$ cat src/igp_pkg.sv
////////////////////////////////////////////////////////////////////////////
// Register map and shared types of the board glue, single igp_clk domain
// REF_HALF_PERIOD is scaled down for simulation; the board runs 62.5e6
////////////////////////////////////////////////////////////////////////////
`default_nettype none

package igp_pkg;

    ////////////////////////////////////////////////////////////////////////////
    // Register bank
    localparam int IGPO_COUNT = 18;
    localparam int GPO_ADDR_W = 5;

    typedef enum logic [GPO_ADDR_W-1:0] {
        LMS_RST     = 5'd0,
        RXMIX_EN    = 5'd1,
        TXSW        = 5'd2,
        RXSW        = 5'd3,
        BOOSTER     = 5'd7,
        LED         = 5'd8,
        STREAM      = 5'd10,
        GPIO_ALTF   = 5'd11,
        GPIO_OUT_LO = 5'd12,
        GPIO_OUT_HI = 5'd13,
        GPIO_OE_LO  = 5'd14,
        GPIO_OE_HI  = 5'd15,
        CLKMEAS     = 5'd16,
        ENABLE_OSC  = 5'd17
    } gpo_reg_e;

    // Single-cycle write strobe, no back-pressure
    typedef struct packed {
        logic                  valid;
        logic [GPO_ADDR_W-1:0] addr;
        logic [7:0]            data;
    } gpo_wr_t;

    typedef struct packed {
        logic lms_rst_n;
        logic rxmix_en;
        logic txsw;
        logic rxsw;
        logic dcen;
        logic led;
        logic enable_osc;
    } board_ctrl_t;

    ////////////////////////////////////////////////////////////////////////////
    // User GPIO
    localparam int USER_GPIO_W   = 18;
    localparam int EGPIO_W       = 15;
    localparam int GPIO_FUNC_PPS = 2;
    localparam int GPIO_FUNC_LED = 0;

    typedef struct packed {
        logic [7:0]         altf;
        logic [EGPIO_W-1:0] data_out;
        logic [EGPIO_W-1:0] data_oe;
    } gpio_cfg_t;

    ////////////////////////////////////////////////////////////////////////////
    // Samples and measurement
    localparam int ADC_W = 12;

    // i in the upper half, as it arrives with iqsel high
    typedef struct packed {
        logic [ADC_W-1:0] i;
        logic [ADC_W-1:0] q;
    } iq_sample_t;

    // Code 3 has no name and behaves as off
    typedef enum logic [1:0] {
        REF_PPS      = 2'd0,
        REF_INTERNAL = 2'd1,
        REF_OFF      = 2'd2
    } ref_sel_e;

    localparam int REF_HALF_PERIOD = 50;
    localparam int REF_DIV_W       = $clog2(REF_HALF_PERIOD);
    localparam int CNT_W           = 28;

endpackage

`default_nettype wire

$ cat src/app_top.sv
////////////////////////////////////////////////////////////////////////////
// Board glue top on igp_clk: registers, IQ join, reference, rate meter
// and user GPIO; no back-pressure on any path
////////////////////////////////////////////////////////////////////////////
`timescale 1ns/1ps
`default_nettype none

module app_top (
    input  logic                            igp_clk,
    input  logic                            igp_rst,
    input  igp_pkg::gpo_wr_t                gpo_wr_i,
    input  logic [igp_pkg::ADC_W-1:0]       rxd_data_i,
    input  logic                            rxd_iqsel_i,
    input  logic [igp_pkg::USER_GPIO_W-1:0] user_gpio_in_i,
    output igp_pkg::board_ctrl_t            board_ctrl_o,
    output igp_pkg::iq_sample_t             sample_o,
    output logic                            sample_valid_o,
    output logic [igp_pkg::CNT_W-1:0]       meas_count_o,
    output logic                            meas_valid_o,
    output logic [igp_pkg::USER_GPIO_W-1:0] user_gpio_out_o,
    output logic [igp_pkg::USER_GPIO_W-1:0] user_gpio_oe_o
);

    logic               rx_stream_en;
    igp_pkg::ref_sel_e  ref_sel;
    igp_pkg::gpio_cfg_t gpio_cfg;
    logic               pps_pin;
    logic               ref_level;

    gpo_regs gpo_regs_i (
        .igp_clk        (igp_clk),
        .igp_rst        (igp_rst),
        .gpo_wr_i       (gpo_wr_i),
        .board_ctrl_o   (board_ctrl_o),
        .rx_stream_en_o (rx_stream_en),
        .ref_sel_o      (ref_sel),
        .gpio_cfg_o     (gpio_cfg)
    );

    ////////////////////////////////////////////////////////////////////////////
    // Sample path and rate measurement
    iq_demux iq_demux_i (
        .igp_clk        (igp_clk),
        .igp_rst        (igp_rst),
        .stream_en_i    (rx_stream_en),
        .rxd_data_i     (rxd_data_i),
        .rxd_iqsel_i    (rxd_iqsel_i),
        .sample_o       (sample_o),
        .sample_valid_o (sample_valid_o)
    );

    ref_tick_gen ref_tick_gen_i (
        .igp_clk   (igp_clk),
        .igp_rst   (igp_rst),
        .ref_sel_i (ref_sel),
        .pps_i     (pps_pin),
        .ref_o     (ref_level)
    );

    rate_meter rate_meter_i (
        .igp_clk       (igp_clk),
        .igp_rst       (igp_rst),
        .ref_i         (ref_level),
        .event_i       (sample_valid_o),
        .count_o       (meas_count_o),
        .count_valid_o (meas_valid_o)
    );

    // LED register stands in for tx activity
    pin_mux pin_mux_i (
        .gpio_cfg_i      (gpio_cfg),
        .rx_active_i     (rx_stream_en),
        .tx_active_i     (board_ctrl_o.led),
        .user_gpio_in_i  (user_gpio_in_i),
        .user_gpio_out_o (user_gpio_out_o),
        .user_gpio_oe_o  (user_gpio_oe_o),
        .pps_o           (pps_pin)
    );

endmodule

`default_nettype wire

$ cat src/gpo_regs.sv
////////////////////////////////////////////////////////////////////////////
// Byte-wide output registers, written by a one-cycle strobe
// Writes at or above IGPO_COUNT are dropped; decoded fields follow a write
// by one cycle
////////////////////////////////////////////////////////////////////////////
`timescale 1ns/1ps
`default_nettype none

module gpo_regs (
    input  logic                 igp_clk,
    input  logic                 igp_rst,
    input  igp_pkg::gpo_wr_t     gpo_wr_i,
    output igp_pkg::board_ctrl_t board_ctrl_o,
    output logic                 rx_stream_en_o,
    output igp_pkg::ref_sel_e    ref_sel_o,
    output igp_pkg::gpio_cfg_t   gpio_cfg_o
);

    logic [7:0] regs [igp_pkg::IGPO_COUNT];

    always_ff @(posedge igp_clk) begin
        if (igp_rst) begin
            for (int k = 0; k < igp_pkg::IGPO_COUNT; k++) begin
                regs[k] <= 8'h00;
            end
        end else if (gpo_wr_i.valid && (gpo_wr_i.addr < igp_pkg::IGPO_COUNT)) begin
            regs[gpo_wr_i.addr] <= gpo_wr_i.data;
        end
    end

    ////////////////////////////////////////////////////////////////////////////
    // Register map decode
    always_comb begin
        board_ctrl_o.lms_rst_n  = regs[igp_pkg::LMS_RST][0];
        board_ctrl_o.rxmix_en   = regs[igp_pkg::RXMIX_EN][0];
        board_ctrl_o.txsw       = regs[igp_pkg::TXSW][0];
        board_ctrl_o.rxsw       = regs[igp_pkg::RXSW][0];
        board_ctrl_o.dcen       = regs[igp_pkg::BOOSTER][0];
        board_ctrl_o.led        = regs[igp_pkg::LED][0];
        board_ctrl_o.enable_osc = regs[igp_pkg::ENABLE_OSC][0];
    end

    assign rx_stream_en_o = regs[igp_pkg::STREAM][0];
    assign ref_sel_o      = igp_pkg::ref_sel_e'(regs[igp_pkg::CLKMEAS][1:0]);

    // 15 pins split over two bytes, top bit of the high byte unused
    assign gpio_cfg_o.altf     = regs[igp_pkg::GPIO_ALTF];
    assign gpio_cfg_o.data_out = {regs[igp_pkg::GPIO_OUT_HI][6:0], regs[igp_pkg::GPIO_OUT_LO]};
    assign gpio_cfg_o.data_oe  = {regs[igp_pkg::GPIO_OE_HI][6:0], regs[igp_pkg::GPIO_OE_LO]};

    // Host must stay inside the register map
    a_wr_addr_in_map: assert property (@(posedge igp_clk) disable iff (igp_rst)
        gpo_wr_i.valid |-> (gpo_wr_i.addr < igp_pkg::IGPO_COUNT));

endmodule

`default_nettype wire

$ cat src/iq_demux.sv
////////////////////////////////////////////////////////////////////////////
// Joins interleaved 12-bit halves into IQ pairs, q first then i
// Expects iqsel to alternate; stream disable holds the valid in reset
////////////////////////////////////////////////////////////////////////////
`timescale 1ns/1ps
`default_nettype none

module iq_demux (
    input  logic                      igp_clk,
    input  logic                      igp_rst,
    input  logic                      stream_en_i,
    input  logic [igp_pkg::ADC_W-1:0] rxd_data_i,
    input  logic                      rxd_iqsel_i,
    output igp_pkg::iq_sample_t       sample_o,
    output logic                      sample_valid_o
);

    // Valid follows the i half by one cycle
    always_ff @(posedge igp_clk) begin
        if (igp_rst || !stream_en_i) begin
            sample_valid_o <= 1'b0;
        end else begin
            sample_valid_o <= rxd_iqsel_i;
        end
    end

    // Payload halves
    always_ff @(posedge igp_clk) begin
        if (stream_en_i) begin
            if (rxd_iqsel_i) begin
                sample_o.i <= rxd_data_i;
            end else begin
                sample_o.q <= rxd_data_i;
            end
        end
    end

    a_valid_single: assert property (@(posedge igp_clk) disable iff (igp_rst)
        sample_valid_o |=> !sample_valid_o);

endmodule

`default_nettype wire

$ cat src/pin_mux.sv
////////////////////////////////////////////////////////////////////////////
// User GPIO routing: pins 14:0 plain, 15 unused, 17:16 status LEDs
// PPS on pin 2 releases that pin's output enable
////////////////////////////////////////////////////////////////////////////
`timescale 1ns/1ps
`default_nettype none

module pin_mux (
    input  igp_pkg::gpio_cfg_t              gpio_cfg_i,
    input  logic                            rx_active_i,
    input  logic                            tx_active_i,
    input  logic [igp_pkg::USER_GPIO_W-1:0] user_gpio_in_i,
    output logic [igp_pkg::USER_GPIO_W-1:0] user_gpio_out_o,
    output logic [igp_pkg::USER_GPIO_W-1:0] user_gpio_oe_o,
    output logic                            pps_o
);

    logic                         alt_pps;
    logic                         alt_led;
    logic [igp_pkg::EGPIO_W-1:0]  egpio_oe;
    logic [1:0]                   led_oe;
    logic [1:0]                   led_out;

    assign alt_pps = gpio_cfg_i.altf[igp_pkg::GPIO_FUNC_PPS];
    assign alt_led = gpio_cfg_i.altf[igp_pkg::GPIO_FUNC_LED];

    // Pin 2 becomes an input while PPS is routed
    always_comb begin
        egpio_oe = gpio_cfg_i.data_oe;
        if (alt_pps) begin
            egpio_oe[igp_pkg::GPIO_FUNC_PPS] = 1'b0;
        end
    end

    ////////////////////////////////////////////////////////////////////////////
    // Status LEDs, lit low: tx on 17, rx on 16
    assign led_oe  = alt_led ? 2'b11 : 2'b00;
    assign led_out = alt_led ? {~tx_active_i, ~rx_active_i} : 2'b00;

    assign user_gpio_oe_o  = {led_oe, 1'b0, egpio_oe};
    assign user_gpio_out_o = {led_out, 1'b0, gpio_cfg_i.data_out};

    assign pps_o = alt_pps && user_gpio_in_i[igp_pkg::GPIO_FUNC_PPS];

endmodule

`default_nettype wire

$ cat src/rate_meter.sv
////////////////////////////////////////////////////////////////////////////
// Counts event pulses between rising reference edges
// First result after reset or a source change can be partial
////////////////////////////////////////////////////////////////////////////
`timescale 1ns/1ps
`default_nettype none

module rate_meter (
    input  logic                      igp_clk,
    input  logic                      igp_rst,
    input  logic                      ref_i,
    input  logic                      event_i,
    output logic [igp_pkg::CNT_W-1:0] count_o,
    output logic                      count_valid_o
);

    logic                      ref_d;
    logic                      ref_rise;
    logic [igp_pkg::CNT_W-1:0] cnt;

    assign ref_rise = ref_i && !ref_d;

    always_ff @(posedge igp_clk) begin
        if (igp_rst) begin
            ref_d         <= 1'b0;
            cnt           <= '0;
            count_valid_o <= 1'b0;
        end else begin
            ref_d         <= ref_i;
            count_valid_o <= ref_rise;
            // An event in the edge cycle opens the new period
            if (ref_rise) begin
                cnt <= igp_pkg::CNT_W'(event_i);
            end else if (event_i) begin
                cnt <= cnt + 1'b1;
            end
        end
    end

    // Result register
    always_ff @(posedge igp_clk) begin
        if (ref_rise) begin
            count_o <= cnt;
        end
    end

    // Reference too slow for the counter width
    a_cnt_no_wrap: assert property (@(posedge igp_clk) disable iff (igp_rst)
        !(&cnt));

endmodule

`default_nettype wire

$ cat src/ref_tick_gen.sv
////////////////////////////////////////////////////////////////////////////
// Reference level source: external PPS, internal divider or off
// Output is registered, so it lags its source by one cycle
////////////////////////////////////////////////////////////////////////////
`timescale 1ns/1ps
`default_nettype none

module ref_tick_gen (
    input  logic              igp_clk,
    input  logic              igp_rst,
    input  igp_pkg::ref_sel_e ref_sel_i,
    input  logic              pps_i,
    output logic              ref_o
);

    logic [igp_pkg::REF_DIV_W-1:0] div_cnt;
    logic                          int_level;

    ////////////////////////////////////////////////////////////////////////////
    // Internal half-period divider
    always_ff @(posedge igp_clk) begin
        if (igp_rst) begin
            div_cnt   <= '0;
            int_level <= 1'b0;
        end else if (div_cnt == igp_pkg::REF_DIV_W'(igp_pkg::REF_HALF_PERIOD - 1)) begin
            div_cnt   <= '0;
            int_level <= ~int_level;
        end else begin
            div_cnt <= div_cnt + 1'b1;
        end
    end

    ////////////////////////////////////////////////////////////////////////////
    // Source select
    always_ff @(posedge igp_clk) begin
        if (igp_rst) begin
            ref_o <= 1'b0;
        end else begin
            case (ref_sel_i)
                igp_pkg::REF_PPS:      ref_o <= pps_i;
                igp_pkg::REF_INTERNAL: ref_o <= int_level;
                igp_pkg::REF_OFF:      ref_o <= 1'b0;
                // Unnamed code 3 also off
                default:               ref_o <= 1'b0;
            endcase
        end
    end

endmodule

`default_nettype wire

$ cat config.mk
export PLATFORM = sky130hd
export DESIGN_NAME = app_top
export DESIGN_NICKNAME = d
export VERILOG_FILES = /design/src/igp_pkg.sv /design/src/app_top.sv /design/src/gpo_regs.sv /design/src/iq_demux.sv /design/src/pin_mux.sv /design/src/rate_meter.sv /design/src/ref_tick_gen.sv
export SDC_FILE = /design/constraint.sdc
export NUM_CORES = 1
export LEC_CHECK = 0
export ABC_AREA = 1
export BUFFER_PORTS_ARGS = -buffer_cell sky130_fd_sc_hd__buf_2
export CAP_MARGIN = 25
export CORE_MARGIN = 2
export CORE_UTILIZATION = 25
export DETAILED_ROUTE_END_ITERATION = 8
export HOLD_SLACK_MARGIN = 0.12
export SLEW_MARGIN = 20
export SYNTH_ARGS = -nofsm -noshare
export SYNTH_HDL_FRONTEND = slang
export SYNTH_SLANG_ARGS = --single-unit
$ cat constraint.sdc
create_clock -name igp_clk -period 3.7 [get_ports igp_clk]
set_input_delay 0.555 -clock igp_clk [delete_from_list [all_inputs] [get_ports igp_clk]]
set_output_delay 0.555 -clock igp_clk [all_outputs]
set_load 0.01 [all_outputs]
==> results.json <==
{
  "maxCapViolCount": 0,
  "ys_warn_count": 0,
  "worstPathRequired_ns": 3.79,
  "endpoint": "gpo_regs_i.regs[14][0]",
  "worst_ep_arrival_time_ns": 1.95,
  "crit_path_start_kind": "primary input",
  "cts_hold_buf": 0,
  "rsz0062_at_grt": "false",
  "area_delta_synth_final_pct": 23.5,
  "final_util": 0.313,
  "synth-compound-area-share": 0.0305,
  "gp_congestion": 0.823,
  "relSlewSlack": 0.554,
  "skew_ns": 0.00524,
  "grt_pass1_vias": 3599,
  "yosysTopAreaCell": "edfxtp_1",
  "setup_viol": 0,
  "clk_latency_ns": 0.42,
  "synth_xor_area_frac": 0.00955,
  "synthArstFlopShare": 0,
  "yosysTopAreaCellShare": 0.513,
  "vias": 3768,
  "place_ws_ns": 1.41,
  "reg2reg_from": "rate_meter_i.cnt[0]",
  "antenna_cells": 0,
  "cts-root-buf": "clkbuf_16",
  "first_pass_iters": 4,
  "worst-setup-path-type": "primary input to register",
  "power-per-cell-area_nw_per_um2": 516,
  "cts_htree_levels": 4,
  "cts_sinks": 133,
  "avgSynthCellArea_sq_um": 10.5,
  "regToRegEndpoint": "rate_meter_i.cnt[22]",
  "startpoint": "igp_rst",
  "wl_per_cell_microns": 12.7,
  "timing.fmax_mhz": 537,
  "synth-seq-cells": 133,
  "drt-total-wl_microns": 11700,
  "setup_tns_ns": 0,
  "syn_area_sq_um": 5500,
  "leakagePower_nw": 2.55,
  "final_common_cell": "buf_2",
  "syn_inst": 523,
  "numCtsBuffers": 17,
  "ant_nets": 0,
  "synth_ff_type": "edfxtp_1",
  "post_cts_buffers": 0,
  "dr.first_iter.drc_count": 178,
  "path_max_fanout": 19,
  "synth.mux.area_fraction": 0,
  "dieWidth_microns": 152,
  "synthSimpleGateAreaFrac": 0.208,
  "ys_top_cells_by_area": "edfxtp_1, dfxtp_1, nor2_1",
  "clk_pin_slew_ns": 0.06,
  "antenna_found_initial": 0,
  "hpwl_microns": 8580,
  "ir_drop_v": 0.000215,
  "reg2reg_depth": 8,
  "dieArea_sq_um": 23200,
  "start_util": 0.254,
  "period_needed_ns": 1.86,
  "outcome": "finished clean",
  "tightest_slew_ns": 0.669,
  "grt_max_degree": 32,
  "crit_path_end_kind": "register",
  "core_area_sq_um": 21700,
  "fin_ws_ns": 1.84,
  "avgViaCountPerCell": 4.09,
  "synth-edff-count": 94,
  "ctsResizeCount": 0,
  "layout-drive-gt1-share": 0.288,
  "nets": 679,
  "drv_slew": 0,
  "grt_first_pass_wirelength_microns": 19200,
  "die_h_microns": 152,
  "reg2reg_slack_ns": 2.03,
  "synth_fa_ha_area_frac": 0.00682,
  "most-common-layout-cells": "buf_2, nor2_1, edfxtp_1",
  "hold_class": "primary input to register",
  "top_level_ports": 144,
  "row_count": 54,
  "timing.final.crit_share": 0.503,
  "overflow": 0,
  "synth_top_family_by_area": "simple AND/OR/NAND/NOR gates",
  "cts_tree": "yes",
  "timing.final.hold_violations": 0,
  "grt_usage": 0.107,
  "synth_seq_area_share": 0.655,
  "port_buffers": 124,
  "ys_types": 31,
  "drc": 0,
  "clockBufferDepth": 2
}
## per-layer routing
metal,vias up,wire length (microns),GRT usage
met2,95,5600,0.170
met4,0,259,0.0503
li1,1908,-,-
met3,21,658,0.0319
met1,1744,5240,0.132
met5,-,0,0
## area by class of cell
class                   instances  area [sq um]
flip-flops and latches        133          3600
fillers                      2217         14900
repair buffers                126           636
multi-input cells             298          1420
clock buffers                  17           425
inverters                      53           199
well taps                     280           350
clock inverters                15           161
## power by group
group / leakage (nW) / internal [mW] / switching (mW)
clock network: 0.287 / 0.956 / 0.722
logic: 1.09 / 0.0563 / 0.107
registers: 1.17 / 1.64 / 0.0184
## state kept, by name (all words and copies together) (netlist names)
signal,flops
rate_meter_i.ref_d,1
iq_demux_i.sample_valid_o,1
gpo_regs_i.regs,42
ref_tick_gen_i.div_cnt,6
iq_demux_i.sample_o,24
rate_meter_i.cnt,28
ref_tick_gen_i.ref_o,1
rate_meter_i.count_o,28
ref_tick_gen_i.int_level,1
rate_meter_i.count_valid_o,1
## cell usage after synthesis, types with 2 or more instances
cell,n
nor2_1,105
buf_4,35
clkbuf_1,2
nand2_2,8
xor2_1,4
buf_2,2
edfxtp_1,94
nor3b_1,2
a21oi_1,18
nor3_1,4
o21ai_0,7
nor2_2,5
nor2_4,5
nand3_1,25
xnor2_1,2
dfxtp_1,39
inv_1,50
ha_1,3
nand4_1,14
inv_2,3
nand2_1,86
## through the flow
stage	total power, mW	area (sq um)	hold WS [ns]	std cells
global route	3.64	6790	0.301	922
CTS	3.55	6790	0.294	922
detailed placement	1.86	6200	0.422	890
global placement	1.86	6200	0.409	890
floorplan	1.80	5500	0.396	524
finish	3.50	6790	0.320	922
## worst min-delay path by stage
stage / start / endpoint / slack (ns) / depth (start not counted)
finish: rxd_data_i[8] / iq_demux_i.sample_o[20] / 0.32 / 1
global route: rxd_data_i[7] / iq_demux_i.sample_o[19] / 0.30 / 1
CTS: rxd_data_i[8] / iq_demux_i.sample_o[20] / 0.29 / 1
detailed placement: gpo_regs_i.regs[16][1] / ref_tick_gen_i.ref_o / 0.42 / 1
global placement: gpo_regs_i.regs[16][1] / ref_tick_gen_i.ref_o / 0.41 / 1
floorplan: gpo_regs_i.regs[16][1] / ref_tick_gen_i.ref_o / 0.40 / 1
## kinds of logic after synthesis
group	count (synthesis)
compound gates	30
flops	133
other cells	1
buf+inv	93
simple gates	257
xor+xnor	6
fa+ha+maj	3
## critical path, stage by stage
cell     delay, ns
buf_2         0.17
inv_2         0.27
nand4_1       0.19
nor2_1        0.25
nand2_2       0.18
nand2_1       0.33
No activity file was read; power rests on OpenSTA's default activity.
